===== config.mk =====
export PLATFORM = sky130hd
export DESIGN_NAME = crSubsystem
export DESIGN_NICKNAME = d
export VERILOG_FILES = /design/src/hdl/crPkg.sv /design/src/hdl/crCommitPipe.sv /design/src/hdl/crTrapUnit.sv /design/src/hdl/crBank.sv /design/src/hdl/crSubsystem.sv
export VERILOG_INCLUDE_DIRS = /design/src /design/src/hdl
export SDC_FILE = /design/constraint.sdc
export NUM_CORES = 1
export LEC_CHECK = 0
export BUFFER_PORTS_ARGS = -buffer_cell sky130_fd_sc_hd__buf_4
export CAP_MARGIN = 20
export CORE_AREA = 2 2 330 332
export DETAILED_ROUTE_END_ITERATION = 16
export DIE_AREA = 0 0 332 334
export SYNTH_ARGS = -nofsm -noshare
export SYNTH_HDL_FRONTEND = slang
export SYNTH_SLANG_ARGS = --single-unit
export TNS_END_PERCENT = 30

===== constraint.sdc =====
create_clock -name clock -period 6.15 [get_ports clock]
set_input_delay 0.9225 -clock clock [delete_from_list [all_inputs] [get_ports clock]]
set_output_delay 0.9225 -clock clock [all_outputs]
set_load 0.05 [all_outputs]

===== src/hdl/cr_cfg.svh =====
// ------------------------------
// widths and bit positions for the control register block
// include wherever a width or an SR bit is needed
// ------------------------------
`ifndef CR_CFG_SVH
`define CR_CFG_SVH

// register id code width
`define CR_ID_W 5

// full data word, and the address part of a 48-bit register
`define CR_DATA_W 64
`define CR_ADDR_W 48

// SR bit set on trap entry
`define CR_SR_MODE_BIT 28

// SR bit set by reset, all others clear
`define CR_SR_RESET_BIT 30

`endif


===== src/hdl/crPkg.sv =====
// ------------------------------
// shared types of the control register block
// referenced by scoped name, never imported
// ------------------------------
`include "cr_cfg.svh"

package crPkg;

	// register ids, unlisted codes read as zero
	typedef enum logic [`CR_ID_W-1:0]
	{
		idSr = 0,
		idExsr = 1,
		idPc = 2,
		idLr = 3,
		idSpc = 4,
		idSsp = 5,
		idVbr = 6,
		idGbr = 7,
		idTbr = 8,
		idTea = 9,
		// discard target, nothing stored
		idZzr = 30,
		idImm = 31
	} crId;

	// one write in flight
	typedef struct packed
	{
		crId id;
		logic [`CR_DATA_W-1:0] value;
	} crWrite;

	// per-stage cancel bits
	typedef struct packed
	{
		logic ex1;
		logic ex2;
		logic ex3;
	} crFlush;

	// EXSR as the trap logic sees it
	typedef struct packed
	{
		logic [31:0] savedSr;
		logic [15:0] reserved;
		logic [15:0] cause;
	} exsrFields;

	// raw word for bank and read port, fields for trap entry and return
	typedef union packed
	{
		logic [`CR_DATA_W-1:0] raw;
		exsrFields f;
	} exsrWord;

	// every register as stored
	typedef struct packed
	{
		logic [`CR_DATA_W-1:0] sr;
		exsrWord exsr;
		logic [`CR_DATA_W-1:0] lr;
		logic [`CR_DATA_W-1:0] tea;
		logic [`CR_ADDR_W-1:0] spc;
		logic [`CR_ADDR_W-1:0] ssp;
		logic [`CR_ADDR_W-1:0] vbr;
		logic [`CR_ADDR_W-1:0] gbr;
		logic [`CR_ADDR_W-1:0] tbr;
		// upper bits of VBR and GBR writes land here
		logic [`CR_DATA_W-`CR_ADDR_W-1:0] vbrCm;
		logic [`CR_DATA_W-`CR_ADDR_W-1:0] fpsr;
	} crView;

	// trap unit proposals, overridden by a commit
	typedef struct packed
	{
		logic [`CR_DATA_W-1:0] sr;
		exsrWord exsr;
		logic [`CR_ADDR_W-1:0] spc;
		logic [`CR_DATA_W-1:0] tea;
	} crNext;

endpackage


===== src/hdl/crCommitPipe.sv =====
// ------------------------------
// EX2/EX3/WB staging of control register writes
// flushed writes become ZZR, live ones are forwarded
// ------------------------------
`timescale 1ns/1ns
`include "cr_cfg.svh"

module crCommitPipe
(
	input logic clock,
	input logic arstN,
	input logic hold,
	input crPkg::crWrite ex1Write,
	input crPkg::crFlush flush,
	input crPkg::crId srcId,
	input logic [`CR_DATA_W-1:0] bankValue,
	output logic [`CR_DATA_W-1:0] srcValue,
	output crPkg::crWrite commit
);

	// idle stage content
	localparam crPkg::crWrite IdleWrite = '{id: crPkg::idZzr, value: '0};

	crPkg::crWrite ex2Q;
	crPkg::crWrite ex3Q;
	crPkg::crWrite wbQ;

	// item leaving a stage, cancelled if that stage is flushed
	function automatic crPkg::crWrite stageOut(input crPkg::crWrite item, input logic kill);
		crPkg::crWrite result;
		result = item;
		if (kill)
		begin
			result.id = crPkg::idZzr;
		end
		return result;
	endfunction

	// hold freezes all three stages
	always_ff @(posedge clock or negedge arstN)
	begin
		if (!arstN)
		begin
			ex2Q <= IdleWrite;
			ex3Q <= IdleWrite;
			wbQ <= IdleWrite;
		end
		else if (!hold)
		begin
			ex2Q <= stageOut(ex1Write, flush.ex1);
			ex3Q <= stageOut(ex2Q, flush.ex2);
			wbQ <= stageOut(ex3Q, flush.ex3);
		end
	end

	assign commit = wbQ;

	// oldest first, so the youngest live match wins
	always_comb
	begin
		srcValue = bankValue;
		if (wbQ.id == srcId && wbQ.id != crPkg::idZzr)
		begin
			srcValue = wbQ.value;
		end
		if (ex3Q.id == srcId && ex3Q.id != crPkg::idZzr && !flush.ex3)
		begin
			srcValue = ex3Q.value;
		end
		if (ex2Q.id == srcId && ex2Q.id != crPkg::idZzr && !flush.ex2)
		begin
			srcValue = ex2Q.value;
		end
		if (ex1Write.id == srcId && ex1Write.id != crPkg::idZzr && !flush.ex1)
		begin
			srcValue = ex1Write.value;
		end
	end

	// a flushed EX3 item must never reach the bank
	ex3FlushDropped: assert property (
		@(posedge clock) disable iff (!arstN)
		(!hold && flush.ex3) |=> (commit.id == crPkg::idZzr)
	);

endmodule


===== src/hdl/crTrapUnit.sv =====
// ------------------------------
// next SR/EXSR/SPC/TEA for trap entry and return
// purely combinational, the bank applies it
// ------------------------------
`timescale 1ns/1ns
`include "cr_cfg.svh"

module crTrapUnit
(
	input logic trapReq,
	input logic rteReq,
	input logic [15:0] trapCause,
	input logic [`CR_DATA_W-1:0] faultAddr,
	input logic [`CR_ADDR_W-1:0] pc,
	input crPkg::crView view,
	output crPkg::crNext next,
	output logic redirect,
	output logic [`CR_ADDR_W-1:0] redirectPc
);

	always_comb
	begin
		// default is to keep the current values
		next.sr = view.sr;
		next.exsr = view.exsr;
		next.spc = view.spc;
		next.tea = view.tea;

		if (trapReq)
		begin
			// enter supervisor mode
			next.sr[`CR_SR_MODE_BIT] = 1'b1;
			// old SR low half plus cause
			next.exsr.f.savedSr = view.sr[31:0];
			next.exsr.f.reserved = '0;
			next.exsr.f.cause = trapCause;
			// return address and faulting address
			next.spc = pc;
			next.tea = faultAddr;
		end
		else if (rteReq)
		begin
			// restore low half only, high half stays
			next.sr[31:0] = view.exsr.f.savedSr;
		end
	end

	// trap outranks return
	assign redirect = trapReq | rteReq;

	// vector base for traps, saved pc for returns
	assign redirectPc = trapReq ? view.vbr : view.spc;

endmodule


===== src/hdl/crBank.sv =====
// ------------------------------
// control register state and read decode
// WB commits win over trap unit values, hold freezes all
// ------------------------------
`timescale 1ns/1ns
`include "cr_cfg.svh"

module crBank
(
	input logic clock,
	input logic arstN,
	input logic hold,
	input crPkg::crWrite commit,
	input crPkg::crNext next,
	input logic [`CR_ADDR_W-1:0] pc,
	input crPkg::crId srcId,
	output logic [`CR_DATA_W-1:0] bankValue,
	output crPkg::crView view
);

	// zero pad above a 48-bit register
	localparam int PadW = `CR_DATA_W - `CR_ADDR_W;

	crPkg::crView regs;
	crPkg::crView regsNext;

	always_comb
	begin
		// untouched registers keep their value
		regsNext = regs;

		// trap/return proposals, or current values when idle
		regsNext.sr = next.sr;
		regsNext.exsr = next.exsr;
		regsNext.spc = next.spc;
		regsNext.tea = next.tea;

		// committed write overrides the above
		case (commit.id)
			crPkg::idSr:
			begin
				regsNext.sr = commit.value;
			end
			crPkg::idExsr:
			begin
				regsNext.exsr.raw = commit.value;
			end
			crPkg::idLr:
			begin
				regsNext.lr = commit.value;
			end
			crPkg::idTea:
			begin
				regsNext.tea = commit.value;
			end
			crPkg::idSpc:
			begin
				regsNext.spc = commit.value[`CR_ADDR_W-1:0];
			end
			crPkg::idSsp:
			begin
				regsNext.ssp = commit.value[`CR_ADDR_W-1:0];
			end
			crPkg::idTbr:
			begin
				regsNext.tbr = commit.value[`CR_ADDR_W-1:0];
			end
			crPkg::idVbr:
			begin
				// upper bits go to the companion field
				regsNext.vbr = commit.value[`CR_ADDR_W-1:0];
				regsNext.vbrCm = commit.value[`CR_DATA_W-1:`CR_ADDR_W];
			end
			crPkg::idGbr:
			begin
				// FPSR rides above GBR
				regsNext.gbr = commit.value[`CR_ADDR_W-1:0];
				regsNext.fpsr = commit.value[`CR_DATA_W-1:`CR_ADDR_W];
			end
			default:
			begin
				// PC, ZZR, IMM and unused codes dropped
			end
		endcase
	end

	always_ff @(posedge clock or negedge arstN)
	begin
		if (!arstN)
		begin
			regs <= '0;
			// SR comes up with only the reset flag
			regs.sr[`CR_SR_RESET_BIT] <= 1'b1;
		end
		else if (!hold)
		begin
			regs <= regsNext;
		end
	end

	assign view = regs;

	// raw read, forwarding is done by the pipe
	always_comb
	begin
		case (srcId)
			crPkg::idSr:
			begin
				bankValue = regs.sr;
			end
			crPkg::idExsr:
			begin
				bankValue = regs.exsr.raw;
			end
			crPkg::idPc:
			begin
				// no stored PC, use the core's live value
				bankValue = {{PadW{1'b0}}, pc};
			end
			crPkg::idLr:
			begin
				bankValue = regs.lr;
			end
			crPkg::idTea:
			begin
				bankValue = regs.tea;
			end
			crPkg::idSpc:
			begin
				bankValue = {{PadW{1'b0}}, regs.spc};
			end
			crPkg::idSsp:
			begin
				bankValue = {{PadW{1'b0}}, regs.ssp};
			end
			crPkg::idTbr:
			begin
				bankValue = {{PadW{1'b0}}, regs.tbr};
			end
			crPkg::idVbr:
			begin
				bankValue = {regs.vbrCm, regs.vbr};
			end
			crPkg::idGbr:
			begin
				bankValue = {regs.fpsr, regs.gbr};
			end
			default:
			begin
				// ZZR, IMM and unknown codes
				bankValue = '0;
			end
		endcase
	end

	// nothing in the register state may move while held
	heldViewStable: assert property (
		@(posedge clock) disable iff (!arstN)
		hold |=> $stable(view)
	);

endmodule


===== src/hdl/crSubsystem.sv =====
// ------------------------------
// control register subsystem top level
// commit pipe, trap unit and bank wired to the core
// ------------------------------
`timescale 1ns/1ns
`include "cr_cfg.svh"

module crSubsystem
(
	input logic clock,
	input logic arstN,
	input logic hold,
	input logic [`CR_ADDR_W-1:0] pc,
	input crPkg::crWrite ex1Write,
	input crPkg::crFlush flush,
	input crPkg::crId srcId,
	input logic trapReq,
	input logic [15:0] trapCause,
	input logic [`CR_DATA_W-1:0] faultAddr,
	input logic rteReq,
	output logic [`CR_DATA_W-1:0] srcValue,
	output crPkg::crView view,
	output logic redirect,
	output logic [`CR_ADDR_W-1:0] redirectPc
);

	// WB-stage write into the bank
	crPkg::crWrite commit;
	// bank read for srcId before forwarding
	logic [`CR_DATA_W-1:0] bankValue;
	// trap/return proposals
	crPkg::crNext next;

	crCommitPipe u_commitPipe
	(
		.clock(clock),
		.arstN(arstN),
		.hold(hold),
		.ex1Write(ex1Write),
		.flush(flush),
		.srcId(srcId),
		.bankValue(bankValue),
		.srcValue(srcValue),
		.commit(commit)
	);

	crTrapUnit u_trapUnit
	(
		.trapReq(trapReq),
		.rteReq(rteReq),
		.trapCause(trapCause),
		.faultAddr(faultAddr),
		.pc(pc),
		.view(view),
		.next(next),
		.redirect(redirect),
		.redirectPc(redirectPc)
	);

	crBank u_bank
	(
		.clock(clock),
		.arstN(arstN),
		.hold(hold),
		.commit(commit),
		.next(next),
		.pc(pc),
		.srcId(srcId),
		.bankValue(bankValue),
		.view(view)
	);

endmodule


# Yosys cells after proc, flatten, opt, wreduce, memory -nomap -nowiden
# Index checks and enable logic that the tools add are counted.
[op_classes]
reduce_logical = 28
bitwise_logic = 2
eq_ne = 26
mux = 18
[ops]
columns = ["cell", "count"]
rows = [
  ["$pmux 64 s10", 1],
  ["$mux 64", 6],
  ["$mux 176", 1],
  ["$mux 48", 2],
  ["$mux 32", 2],
  ["$eq 5x3->1 const B", 8],
  ["$mux 28", 1],
  ["$eq 5x4->1 const B", 4],
  ["$eq 5x5->1", 4],
  ["$ne 5x5->1 const B", 4],
  ["$reduce_and 2->1", 10],
  ["$eq 5x2->1 const B", 3],
  ["$mux 5", 3],
  ["$eq 5x1->1 const B", 2],
  ["$logic_not 5->1", 2],
  ["$reduce_bool 2->1", 4],
  ["$logic_and 1x1->1", 7],
  ["$logic_not 1->1", 3],
  ["$mux 3", 1],
  ["$reduce_and 3->1", 1],
  ["$reduce_bool 3->1", 1],
  ["$ne 2x1->1 const B", 1],
  ["$mux 1", 1],
  ["$not 1->1", 1],
  ["$or 1x1->1", 1],
]
[totals]
out_inout_bits = 641
inputBits = 210
word_cells = 93
register_bits = 735

# Depth between registers and ports, before layout
# Gate-level depths: netlist of run 1.
[logic_depth]
depth_word = 6
mapped_depth = 10
ltp_nobuf = 6

# Modules after synthesis
# A second synthesis of run 1 with hierarchy kept.
[unflattened]
hier_cells = 3865
hier_area_um2 = 40884.2
[modules_own_cells]
columns = ["module", "area_per_inst_um2", "cells_each", "n_inst", "seq_area_each_um2"]
rows = [
  ["crBank", 25937.4, 2354, 1, 13213.9],
  ["crCommitPipe", 11461.0, 1043, 1, 5195.0],
  ["crTrapUnit", 3485.8, 468, 1, 0.0],
]

# Worst setup path after synthesis of run 1
# No wires, ideal clock.
[synth_timing]
path_type = "in2out"
start = "input srcId[1]"
end = "output srcValue[16]"
arrival_time_ns = 3.613
required_ns = 5.227
slack_ns = 1.615
n_path_buf = 4
cell_stages = 9
cell_sequence = "buf_2 buf_6 or4_1 buf_2 buf_6 nor2_1 a211oi_1 a41o_1 a221oi_1"
[synth_via]
elab_chain_cells = 6
elab_cells_between_ends = 26
classes_between = "13 x eq/ne; 5 x mux; 8 x reduce/logical"
[synth_rtl]
columns = ["element", "line_no", "text"]
rows = [
  ["from (decl)", "crSubsystem.sv:16", "input crPkg::crId srcId,"],
  ["$eq 5x3->1 (tied with other cells)", "crBank.sv:106", "case (srcId)"],
  ["$pmux 64 s10 (tied with other cells)", "crBank.sv:106", ""],
  ["$mux 64 or $logic_and 1x1->1 (tied branches)", "crCommitPipe.sv:62, crCommitPipe.sv:66", ""],
  ["$mux 64", "crCommitPipe.sv:66", "if (ex3Q.id == srcId && ex3Q.id != crPkg::idZzr && !flush.ex3)"],
  ["$mux 64", "crCommitPipe.sv:70", "if (ex2Q.id == srcId && ex2Q.id != crPkg::idZzr && !flush.ex2)"],
  ["$mux 64 (*)", "crCommitPipe.sv:74", "if (ex1Write.id == srcId && ex1Write.id != crPkg::idZzr && !flush.ex1)"],
  ["to (decl)", "crSubsystem.sv:21", "output logic [`CR_DATA_W-1:0] srcValue,"],
]
# Mark *: on every way between the ends. The rest lies on a longest branch, timed or not.

# Final worst setup path of run 1
[layout_timing]
start = "input srcId[1]"
end = "output srcValue[47]"
# The elaborated chain is that of the path after synthesis.

==> Flow_metrics.wiki, run 1 <==
{| class="wikitable"
! Metric !! Value
|-
| Resized Gates After CTS || 0
|-
| Data required time of the worst path || 5.23 ns
|-
| Count of filler cells inserted in the layout || 10210
|-
| Outcome || completed
|-
| Setup crit start kind || input pin
|-
| Unique masters post-synth || 70
|-
| Worst-margin pin slew || 1.155 ns
|-
| Multi-input combinational cell area || 16430 um2
|-
| Placement-stage worst setup slack || 1.072 ns
|-
| Static Leakage || 22.53 nW
|-
| Area growth from synthesis to layout || 29.09%
|-
| Register-to-register setup slack || 3.07 ns
|-
| Height of the die || 334 um
|-
| DRC violation total after the first TritonRoute iteration || 2889
|-
| Yosys synthesis warning count || 0
|-
| Placer Congestion || 0.8751
|-
| Relative slew slack || 23.01%
|-
| Setup crit end kind || output port
|-
| Worst-case reg-to-reg path depth || 4
|-
| Period utilisation layout || 83.45%
|-
| WHS || 0.2476 ns
|-
| Mean Syn Cell Area || 11.69 um2
|-
| Cells after synthesis || 3081
|-
| TritonCTS clock tree || done
|-
| Worst skew pair latency || 0.68 ns
|-
| CTS Buffer Depth || 3
|-
| Share of the core filled with cells || 43.12%
|-
| Flops & latches, synth || 735
|-
| Count of input and output buffers || 850
|-
| Unrepaired setup endpoints after global routing || false
|-
| Worst vdd ir || 0.0003483 V
|-
| Hold buffers post-CTS || 0
|-
| Worst hold path class || in2async
|-
| Setup slack after layout || 1.018 ns
|-
| Clock tree sinks || 735
|-
| Total detailed-routing wirelength || 178300 um
|-
| Final worst path period need || 5.132 ns
|-
| Clock slew at reported path FFs || 0.06 ns
|-
| Total Routing Usage GR || 31.11%
|-
| Final number of hold-violating endpoints || 0
|-
| Routed len/inst || 33.73 um
|-
| Die Outline Area || 110900 um2
|-
| Vias per cell || 5.827
|-
| Post-synthesis instance area || 36010 um2
|-
| Global route total overflow || 0
|-
| Wire length of the first global-routing pass || 244500 um
|-
| Power per Cell Area || 422.2 nW/um2
|-
| Fin. max-slew vios || 0
|-
| Final layout net count || 4007
|-
| Register area share after synthesis || 51.12%
|-
| Achievable clock frequency || 194.9 MHz
|-
| Crit Path Class || in2out
|-
| Commonest non-fill, non-tap cell in the layout || sky130_fd_sc_hd__buf_4
|-
| Cell at the root of the clock tree || sky130_fd_sc_hd__clkbuf_16
|-
| Largest net degree at the start of global routing || 170
|-
| Number of nets produced by synthesis || 3291
|-
| Number of standard cells in the final layout excluding fillers || 5286
|-
| Final total negative setup slack || 0 ns
|-
| Asr flop ratio synth || 100.0%
|-
| Half-perimeter wire length after placement || 128200 um
|-
| Row Count || 121
|-
| Post-detailed-route DRC marker count || 0
|-
| CTS H-tree depth || 3
|-
| Reg-to-reg endpoint || u_bank.view[92]$_DFFE_PN0P_
|-
| Maximum clock skew at final layout || 0.02201 ns
|-
| Overall die width || 332 um
|-
| I/O pin total || 851
|-
| Number of enable flip-flop cells after synthesis || 0
|-
| Placeable core region || 107800 um2
|-
| Ratio of cells with drive above 1 in the final layout || 43.81%
|-
| Number of endpoints failing setup at the final stage || 0
|-
| Final ANT Viol Nets || 0
|-
| TritonCTS Buffers || 87
|-
| Most common flop cell mapped by yosys || sky130_fd_sc_hd__dfrtp_1
|-
| Total via count after detailed routing || 30800
|-
| Number of global-route vias before repair || 30020
|-
| Crit path max fanout || 40
|-
| Startpoint of the worst register-to-register path || u_commitPipe.commit[66]$_DFFE_PN1N_
|-
| Initial antenna violation count || 11
|-
| Number of search-and-repair iterations in the first detailed-routing pass || 6
|-
| FF/Latch Area || 18410 um2
|-
| Arr. time, crit path || 4.21 ns
|-
| Highest-count cells in the layout ignoring fill and taps || 917 x sky130_fd_sc_hd__buf_4, 722 x sky130_fd_sc_hd__dfrtp_1, 575 x sky130_fd_sc_hd__mux2_2, 275 x sky130_fd_sc_hd__mux2i_1, 214 x sky130_fd_sc_hd__nor2_1
|-
| Post-Place Cells || 5121
|-
| Max-Cap Viols || 0
|-
| Post-CTS setup buffer count || 0
|-
| Initial core utilization || 33.40%
|}
==> flip-flops by register name (all words and copies together) (netlist names) <==
signal,count
u_bank.view,528
u_commitPipe.commit,69
u_commitPipe.ex2Q,69
u_commitPipe.ex3Q,69
==> Yosys cell counts, drive strengths merged (4+ instances only) <==
master / count / area (um2)
a211o: 10 / 87.58
a211oi: 21 / 157.7
a21boi: 11 / 82.58
a21o: 12 / 90.09
a21oi: 199 / 996.0
a221o: 16 / 160.2
a221oi: 61 / 553.0
a222oi: 15 / 150.1
a22o: 28 / 245.2
a22oi: 84 / 630.6
a31oi: 13 / 81.33
a41o: 22 / 220.2
and2: 5 / 31.28
and3: 7 / 43.79
buf: 110 / 605.6
clkbuf: 191 / 716.9
dfrtp: 722 / 18070
dfstp: 13 / 341.6
inv: 8 / 30.03
mux2: 575 / 6475
mux2i: 275 / 2753
nand2: 132 / 495.5
nand2b: 6 / 37.54
nand3: 35 / 175.2
nand3b: 4 / 30.03
nor2: 224 / 879.6
nor2b: 6 / 37.54
nor3: 5 / 41.29
o21ai: 121 / 605.6
o221ai: 13 / 113.9
o22ai: 46 / 287.8
o2bb2ai: 36 / 315.3
o31ai: 4 / 30.03
xnor2: 6 / 52.55
xor2: 13 / 113.9
==> worst max-delay path: stages <==
cell                       delay (ns)
sky130_fd_sc_hd__buf_4           0.57
sky130_fd_sc_hd__nor2b_1         0.22
sky130_fd_sc_hd__and3_2          0.66
sky130_fd_sc_hd__a221oi_1        1.12
sky130_fd_sc_hd__a21oi_1         0.17
sky130_fd_sc_hd__a211o_1         0.28
sky130_fd_sc_hd__buf_4           0.19
==> metal layers <==
| metal | up-vias | part of all wire, % | track usage (%) |
|---|---|---|---|
| met5 | - | 0.0073 | 0 |
| met4 | 2 | 4.3 | 12.11 |
| met3 | 342 | 7.6 | 6.628 |
| met2 | 1624 | 47 | 50.87 |
| met1 | 15970 | 41 | 40.26 |
| li1 | 12860 | - | - |
==> layout make-up <==
cell class	count	area share (%)
antenna	12	0.06460
clock buffer	127	5.329
clock inverter	25	0.5168
inverter	8	0.06460
multi-input combinational	2037	35.34
sequential	735	39.60
tap	1414	3.806
timing repair buffer	928	15.28
==> logic make-up after synthesis <==
| logic type | share of synthesized area (%) |
|---|---|
| flip-flops | 51.12 |
| XOR/XNOR | 0.4621 |
| AO/OA/AOI/OAI | 13.67 |
| multiplexers | 25.63 |
| buffers and inverters | 3.756 |
| AND/OR/NAND/NOR | 5.365 |
==> worst max path at each step <==
stage,startpoint,depth (start not counted),to
final,srcId[1],7,srcValue[47]
after global routing,srcId[1],9,srcValue[19]
after CTS,srcId[1],7,srcValue[47]
after detailed placement,srcId[1],7,srcValue[47]
after global placement,srcId[1],7,srcValue[47]
after floorplan,srcId[1],9,srcValue[16]
==> where the power goes <==
| part | internal (W) | switching [W] |
|---|---|---|
| logic | 0.00222 | 0.00476 |
| clock network | 0.00288 | 0.00221 |
| registers | 0.00579 | 0.00176 |
| total | 0.0109 | 0.00873 |
==> stage by stage <==
stage,total power [W],instance area (um2)
CTS,0.01969,46430
global placement,0.01451,43690
floorplan,0.01136,36010
global route,0.02021,46470
finish,0.01962,46480
detailed placement,0.01459,43720
No activity file was read; power rests on OpenSTA's default activity.
==> run 2, diff against run 1 <==
==> constraint.sdc (replaced) <==
create_clock -name clock -period 4.23 [get_ports clock]
set_input_delay 0.6345 -clock clock [delete_from_list [all_inputs] [get_ports clock]]
set_output_delay 0.6345 -clock clock [all_outputs]
set_load 0.05 [all_outputs]
==> run 2 against run 1 <==
  * Cell area up 2.0%
  * Clock power grew 54%
  * Final cell count rose by 1.1%
  * Worst hold slack got worse by 0.036 ns
  * Wire length up 1.3%
  * First-iteration DRC count rose by 6.2%
  * Sequential cell count is the same
  * Die area is the same
  * Critical path depth increased by 2
  * Largest cell class unchanged
  * Highest routed layer unchanged
==> Flow_metrics.wiki, run 2 (synthesized netlist as in run 1, its figures left out) <==
{| class="wikitable"
! Metric !! Value
|-
| Setup crit end kind || output port
|-
| Routed len/inst || 33.80 um (+0.20%)
|-
| Vias per cell || 5.809 (-0.31%)
|-
| Clock tree sinks || 735 (unchanged)
|-
| Largest net degree at the start of global routing || 97 (-43%)
|-
| Area growth from synthesis to layout || 31.73%
|-
| Clock slew at reported path FFs || 0.06 ns (about the same)
|-
| Ratio of cells with drive above 1 in the final layout || 44.80% (+0.99 points)
|-
| Crit Path Class || reg2out
|-
| Number of search-and-repair iterations in the first detailed-routing pass || 6 (unchanged)
|-
| Die Outline Area || 110900 um2 (unchanged)
|-
| Commonest non-fill, non-tap cell in the layout || sky130_fd_sc_hd__buf_4
|-
| Placement-stage worst setup slack || 0.2026 ns (-0.8691 ns)
|-
| Count of filler cells inserted in the layout || 10290 (+0.83%)
|-
| TritonCTS clock tree || done
|-
| Final total negative setup slack || 0 ns (unchanged)
|-
| Final ANT Viol Nets || 0 (unchanged)
|-
| Maximum clock skew at final layout || 0.02367 ns (+0.001654 ns)
|-
| Worst skew pair latency || 0.67 ns (about the same)
|-
| Worst-margin pin slew || 1.029 ns (-0.1262 ns)
|-
| Worst vdd ir || 0.0004980 V (+43%)
|-
| Total Routing Usage GR || 31.63% (+0.52 points)
|-
| Highest-count cells in the layout ignoring fill and taps || 953 x sky130_fd_sc_hd__buf_4, 722 x sky130_fd_sc_hd__dfrtp_1, 575 x sky130_fd_sc_hd__mux2_2, 275 x sky130_fd_sc_hd__mux2i_1, 214 x sky130_fd_sc_hd__nor2_1
|-
| Setup slack after layout || 0.1244 ns (-0.8936 ns)
|-
| Unrepaired setup endpoints after global routing || false
|-
| Post-CTS setup buffer count || 0 (unchanged)
|-
| CTS H-tree depth || 3 (unchanged)
|-
| Half-perimeter wire length after placement || 131100 um (+2.3%)
|-
| Global route total overflow || 0 (unchanged)
|-
| Max-Cap Viols || 0 (unchanged)
|-
| Power per Cell Area || 613.9 nW/um2 (+45%)
|-
| Height of the die || 334 um (unchanged)
|-
| Number of endpoints failing setup at the final stage || 0 (unchanged)
|-
| Initial core utilization || 33.40% (unchanged)
|-
| Arr. time, crit path || 3.47 ns (-0.74 ns)
|-
| Register-to-register setup slack || 1.54 ns (-1.53 ns)
|-
| Overall die width || 332 um (unchanged)
|-
| Cell at the root of the clock tree || sky130_fd_sc_hd__clkbuf_16
|-
| Relative slew slack || 31.42% (+8.4 points)
|-
| TritonCTS Buffers || 86 (-1.1%)
|-
| Outcome || completed
|-
| CTS Buffer Depth || 3 (unchanged)
|-
| Post-detailed-route DRC marker count || 0 (unchanged)
|-
| Final number of hold-violating endpoints || 0 (unchanged)
|-
| Crit path max fanout || 16 (-60%)
|-
| Final worst path period need || 4.106 ns
|-
| Total detailed-routing wirelength || 180700 um (+1.3%)
|-
| Fin. max-slew vios || 0 (unchanged)
|-
| Final layout net count || 4067 (+1.5%)
|-
| Initial antenna violation count || 15 (+4)
|-
| Worst hold path class || in2reg
|-
| Achievable clock frequency || 243.6 MHz
|-
| Row Count || 121 (unchanged)
|-
| Total via count after detailed routing || 31050 (+0.80%)
|-
| DRC violation total after the first TritonRoute iteration || 3069 (+6.2%)
|-
| Count of input and output buffers || 850 (unchanged)
|-
| I/O pin total || 851 (unchanged)
|-
| Data required time of the worst path || 3.60 ns (-1.63 ns)
|-
| Placeable core region || 107800 um2 (unchanged)
|-
| Period utilisation layout || 97.06%
|-
| Number of global-route vias before repair || 30560 (+1.8%)
|-
| Setup crit start kind || flop
|-
| Placer Congestion || 0.8775 (+0.27%)
|-
| Flip-flop count of the largest register, all copies and words added || 528 (unchanged)
|-
| Static Leakage || 23.02 nW (+2.2%)
|-
| Wire length of the first global-routing pass || 248700 um (+1.7%)
|}
[run 2: cell types whose count changed in the layout (fill, tap and decap cells not counted), moves of 3 or more]
cell,before,now
sky130_fd_sc_hd__clkbuf_1,25,22
sky130_fd_sc_hd__clkbuf_16,87,91
sky130_fd_sc_hd__clkinv_2,11,8
sky130_fd_sc_hd__buf_4,917,953
sky130_fd_sc_hd__diode_2,12,7
sky130_fd_sc_hd__buf_12,8,33
sky130_fd_sc_hd__clkbuf_8,15,22
sky130_fd_sc_hd__bufinv_16,2,5
sky130_fd_sc_hd__inv_6,6,2
[run 2: path summary, 6_finish.rpt]
check,start,end,cells after the start
min,ex1Write[49],u_commitPipe.ex2Q[49]$_DFFE_PN0N_,2
min in group asynchronous,arstN,u_bank.view[46]$_DFFE_PN0P_,2
max reg2reg,u_commitPipe.commit[66]$_DFFE_PN1N_,u_bank.view[120]$_DFFE_PN0P_,4
max,u_commitPipe.ex2Q[66]$_DFFE_PN1N_,srcValue[29],9
max in group asynchronous,arstN,u_bank.view[229]$_DFFE_PN0P_,3
min reg2reg,u_commitPipe.ex2Q[67]$_DFFE_PN1N_,u_commitPipe.ex2Q[67]$_DFFE_PN1N_,2
[run 2: repair_timing]
item / 4_1_cts / 5_1_grt
resized for setup: 1 / 0
hold buffers: 1 / 0
hold endpoints to repair: 7 / 0
setup endpoints to repair: 1 / 0
[run 2: final cells by class]
class | instances | area (um2) | share of cell area, %
Antenna cell | 7 | 17.52 | 0.03693
Timing Repair Buffer | 989 | 7855 | 16.56
Tap cell | 1414 | 1769 | 3.730
Inverter | 8 | 30.03 | 0.06330
Sequential cell | 735 | 18410 | 38.81
Multi-Input combinational cell | 2037 | 16430 | 34.64
Clock buffer | 135 | 2663 | 5.613
Clock inverter | 20 | 259.0 | 0.5460
[run 2: per-layer routing]
metal | share of wire, % | up-vias | GRT usage (%)
li1 | - | 12970 | -
met1 | 41 | 16150 | 41.04
met2 | 47 | 1589 | 51.79
met3 | 7.2 | 341 | 6.668
met4 | 4.2 | 4 | 11.97
met5 | 0.014 | - | 0
[run 2: per-stage QoR]
stage / total power [W] / instance area, um2 / hold slack (ns) / utilization (%) / cells
2_1_floorplan: 0.01652 / 36010 / 0.3389 / - / 3081
3_3_place_gp: 0.02127 / 44460 / 0.4891 / 41.25 / 5181
3_5_place_dp: 0.02138 / 44460 / 0.4941 / 41.25 / 5181
4_1_cts: 0.02921 / 47400 / 0.1662 / 43.97 / 5337
5_1_grt: 0.02996 / 47430 / 0.1887 / 44.00 / 5344
6_report: 0.02912 / 47440 / 0.2116 / 44.01 / 5345
[run 2: power breakdown]
| part | internal (W) | leakage [nW] | switching (W) |
|---|---|---|---|
| registers | 0.00841 | 9.17 | 0.00250 |
| logic | 0.00331 | 12.4 | 0.00708 |
| clock network | 0.00462 | 1.43 | 0.00320 |
[run 2: worst max-delay path: stages, from the launching register on]
cell and delay [ns]:
sky130_fd_sc_hd__dfstp_2 0.55, sky130_fd_sc_hd__xor2_1 0.07, sky130_fd_sc_hd__nor4_2 0.29, sky130_fd_sc_hd__nand4_1 0.21
sky130_fd_sc_hd__nand2_1 0.37, sky130_fd_sc_hd__nor2_4 0.08, sky130_fd_sc_hd__buf_4 0.25, sky130_fd_sc_hd__buf_4 0.21
sky130_fd_sc_hd__a221oi_2 0.45, sky130_fd_sc_hd__buf_4 0.29
==> run 3, diff against run 2 <==
--- a/config.mk
+++ b/config.mk
@@ -8,10 +8,10 @@
 export LEC_CHECK = 0
 export BUFFER_PORTS_ARGS = -buffer_cell sky130_fd_sc_hd__buf_4
 export CAP_MARGIN = 20
-export CORE_AREA = 2 2 330 332
+export CORE_UTILIZATION = 38
 export DETAILED_ROUTE_END_ITERATION = 16
-export DIE_AREA = 0 0 332 334
 export SYNTH_ARGS = -nofsm -noshare
 export SYNTH_HDL_FRONTEND = slang
+export SYNTH_HIERARCHICAL = 1
 export SYNTH_SLANG_ARGS = --single-unit
 export TNS_END_PERCENT = 30
==> run 3 against run 2 <==
  * Core utilization is 4.2 points higher
  * Combinational power hardly changed
  * Via count is 16% higher
  * Die area is 1.8% lower
  * Global-route usage is 3.4 points higher
  * Worst hold slack worse by 0.0049 ns
  * Power is 0.84% lower
  * Register-to-register slack worse by 0.03 ns
  * Largest cell class is now multi-input gates
  * Largest power group unchanged
==> Flow_metrics.wiki, run 3 <==
{| class="wikitable"
! Metric !! Value
|-
| Reg-to-reg endpoint || u_bank/view[402]$_DFFE_PN0N_
|-
| Period utilisation layout || 98.20% (+1.1 points)
|-
| Vias per cell || 5.997 (+3.2%)
|-
| Crit Path Class || in2out
|-
| I/O pin total || 851 (unchanged)
|-
| Number of stages on the worst hold path || 2 (unchanged)
|-
| Number of search-and-repair iterations in the first detailed-routing pass || 6 (unchanged)
|-
| Total Routing Usage GR || 35.01% (+3.4 points)
|-
| Yosys synthesis warning count || 6 (+6)
|-
| Final instance area || 51150 um2 (+7.8%)
|-
| Clock tree sinks || 735 (unchanged)
|-
| TritonCTS Buffers || 87 (+1.2%)
|-
| Area after DPL || 48140 um2 (+8.3%)
|-
| Routed len/inst || 32.99 um (-2.4%)
|-
| Worst setup path startpoint || srcId[0]
|-
| Ratio of cells with drive above 1 in the final layout || 41.43% (-3.4 points)
|-
| Register area share after synthesis || 45.03% (-6.1 points)
|-
| Final total negative setup slack || 0 ns (unchanged)
|-
| Number of endpoints failing setup at the final stage || 0 (unchanged)
|-
| Unrepaired setup endpoints after global routing || false
|-
| Crit path max fanout || 30 (+14)
|-
| Maximum clock skew at final layout || 0.03865 ns (+0.01498 ns)
|-
| Final worst path period need || 4.154 ns (+0.04820 ns)
|-
| Post-detailed-route DRC marker count || 0 (unchanged)
|-
| Static Leakage || 24.48 nW (+6.3%)
|-
| Arr. time, crit path || 3.52 ns (+0.05 ns)
|-
| Total power draw || 0.02887 W (-0.84%)
|-
| Die Outline Area || 108900 um2 (-1.8%)
|-
| Portion of total power attributed to sequential cells || 37.5% (about the same)
|-
| Mean Syn Cell Area || 10.58 um2 (-9.5%)
|-
| Asr flop ratio synth || 100.0% (unchanged)
|-
| Cells after synthesis || 3865 (+25%)
|-
| Number of enable flip-flop cells after synthesis || 0 (unchanged)
|-
| Worst vdd ir || 0.0003961 V (-20%)
|-
| Outcome || completed
|-
| Row Count || 119 (-1.7%)
|-
| Combinational power share || 35.4% (-0.3 points)
|-
| Most common library cells after synthesis || 722 x sky130_fd_sc_hd__dfrtp_1, 640 x sky130_fd_sc_hd__mux2_2, 521 x sky130_fd_sc_hd__nand2_1, 271 x sky130_fd_sc_hd__o21ai_0, 213 x sky130_fd_sc_hd__mux2i_1
|-
| Initial core utilization || 38.57% (+5.2 points)
|-
| CTS Buffer Depth || 3 (unchanged)
|-
| Flip-flop count of the largest register, all copies and words added || 528 (unchanged)
|-
| Fin. max-slew vios || 0 (unchanged)
|-
| Post-CTS setup buffer count || 0 (unchanged)
|-
| CTS H-tree depth || 3 (unchanged)
|-
| Wire length of the first global-routing pass || 268800 um (+8.1%)
|-
| Final layout net count || 4725 (+16%)
|-
| Post-synthesis instance area || 40880 um2 (+14%)
|-
| Launch instance of the worst min-delay path || ex1Write[38]
|-
| Startpoint of the worst register-to-register path || u_commitPipe/commit[64]$_DFFE_PN0N_
|-
| Share of the core filled with cells || 48.25% (+4.2 points)
|-
| Setup crit start kind || input pin
|-
| Worst-case reg-to-reg path depth || 5 (+1)
|-
| Most common flop cell mapped by yosys || sky130_fd_sc_hd__dfrtp_1
|-
| Clk pwr share || 27.1% (+0.2 points)
|-
| Commonest non-fill, non-tap cell in the layout || sky130_fd_sc_hd__buf_4
|-
| Cell at the root of the clock tree || sky130_fd_sc_hd__clkbuf_16
|-
| Overall die width || 330.0 um (-0.60%)
|-
| TritonCTS clock tree || done
|-
| Register-to-register setup slack || 1.51 ns (-0.03 ns)
|-
| End point of the worst hold path || u_commitPipe/ex2Q[38]$_DFFE_PN0N_
|-
| Count of input and output buffers || 850 (unchanged)
|-
| Clock slew at reported path FFs || 0.06 ns (about the same)
|-
| Data required time of the worst path || 3.60 ns (about the same)
|-
| NetSw || 0.01268 W (-0.80%)
|-
| Initial antenna violation count || 30 (+15)
|-
| WHS || 0.2067 ns (-0.004914 ns)
|-
| Worst hold path class || in2reg
|-
| Setup crit end kind || output port
|-
| Synth area leader || sky130_fd_sc_hd__dfrtp_1
|-
| Achievable clock frequency || 240.7 MHz (-1.2%)
|-
| Worst-margin pin slew || 1.123 ns (+0.09477 ns)
|-
| Area growth from synthesis to layout || 25.11%
|-
| Total detailed-routing wirelength || 197700 um (+9.4%)
|-
| Number of global-route vias before repair || 33420 (+9.3%)
|-
| Height of the die || 330.0 um (-1.2%)
|-
| Global route total overflow || 0 (unchanged)
|-
| Half-perimeter wire length after placement || 144800 um (+10%)
|-
| Count of filler cells inserted in the layout || 9921 (-3.6%)
|-
| Unique masters post-synth || 67 (-4.3%)
|-
| Worst skew pair latency || 0.68 ns (about the same)
|-
| Placeable core region || 106000 um2 (-1.7%)
|-
| DRC violation total after the first TritonRoute iteration || 3783 (+23%)
|-
| Switching power share of the total || 43.90% (about the same)
|-
| Max-Cap Viols || 0 (unchanged)
|-
| Ranking of synthesized cells by area || sky130_fd_sc_hd__dfrtp_1 44%, sky130_fd_sc_hd__mux2_2 18%, sky130_fd_sc_hd__mux2i_1 5.2%
|-
| Power per Cell Area || 564.5 nW/um2 (-8.0%)
|-
| Relative slew slack || 25.11% (-6.3 points)
|-
| Internal power || 0.01620 W (-0.87%)
|-
| Total via count after detailed routing || 35940 (+16%)
|-
| Highest-count cells in the layout ignoring fill and taps || 928 x sky130_fd_sc_hd__buf_4, 722 x sky130_fd_sc_hd__dfrtp_1, 640 x sky130_fd_sc_hd__mux2_2, 519 x sky130_fd_sc_hd__nand2_1, 271 x sky130_fd_sc_hd__o21ai_0
|-
| Final ANT Viol Nets || 0 (unchanged)
|-
| Placer Congestion || 0.9529 (+8.6%)
|-
| Number of nets produced by synthesis || 4075 (+24%)
|-
| Share of the synthesized area in the top cell type || 44.19% (-6.0 points)
|-
| Count leader, synth || sky130_fd_sc_hd__dfrtp_1
|-
| Final number of hold-violating endpoints || 0 (unchanged)
|-
| Largest net degree at the start of global routing || 240 (+150%)
|-
| Flops & latches, synth || 735 (unchanged)
|}
==> run 3: worst max path at each step <==
stage	to	slack, ns	depth (start not counted)
6_report	srcValue[41]	0.08	10
5_1_grt	srcValue[5]	0.06	11
2_1_floorplan	srcValue[0]	0.64	9
3_5_place_dp	srcValue[5]	0.20	11
4_1_cts	srcValue[5]	0.17	11
3_3_place_gp	srcValue[5]	0.13	11
==> run 3: layer usage <==
layer  global-route usage, %  wire length, um
met2                   52.40            86960
met4                   15.19             9481
met5                       0               91
met1                   47.02            81360
met3                   10.13            19760
==> run 3: what timing repair did <==
item,4_1_cts,5_1_grt
hold buffers,1,0
gates resized for setup,0,0
hold endpoints to repair,2,0
==> run 3: cells by family (layout without fill, tap and decap cells) <==
| group | count (synthesis) | after routing | synth area share [%] |
|---|---|---|---|
| xor+xnor | 16 | 16 | 0.3979 |
| mux | 883 | 883 | 23.94 |
| buf+inv | 403 | 1127 | 5.600 |
| compound gates | 747 | 747 | 12.26 |
| flops | 735 | 735 | 45.03 |
| other cells | 0 | 12 | 0 |
| simple gates | 1081 | 1081 | 12.77 |
==> run 3: power by group through the flow <==
stage	sequential (W)	clock, W	combinational, W
floorplan	0.0129	0	0.00355
global placement	0.0108	0	0.0101
detailed placement	0.0109	0	0.0102
CTS	0.0107	0.00794	0.0102
global route	0.0109	0.00820	0.0106
finish	0.0108	0.00783	0.0102
==> run 3: final cells by class <==
type / instances / area (um2) / share of cell area [%]
Timing Repair Buffer: 963 / 7641 / 14.94
Tap cell: 1391 / 1740 / 3.403
Multi-Input combinational cell: 2727 / 20380 / 39.85
Clock inverter: 35 / 364.1 / 0.7118
Inverter: 1 / 3.754 / 0.007339
Clock buffer: 128 / 2576 / 5.037
Sequential cell: 735 / 18410 / 35.99
Antenna cell: 12 / 30.03 / 0.05871
==> run 3: metrics by stage <==
stage               cells  worst slack [ns]
floorplan            3865            0.6432
global placement     5815            0.1332
detailed placement   5815            0.2010
CTS                  5979            0.1733
global route         5987           0.06216
finish               5992           0.07615
==> run 3: worst max-delay path: stages <==
cell	delay [ns]
sky130_fd_sc_hd__buf_6	0.34
sky130_fd_sc_hd__and2_2	0.38
sky130_fd_sc_hd__and2_4	0.54
sky130_fd_sc_hd__buf_12	0.25
sky130_fd_sc_hd__a221oi_1	0.10
sky130_fd_sc_hd__nand3_1	0.38
sky130_fd_sc_hd__o21ai_0	0.18
sky130_fd_sc_hd__and3_1	0.23
sky130_fd_sc_hd__o211ai_2	0.16
sky130_fd_sc_hd__buf_4	0.23
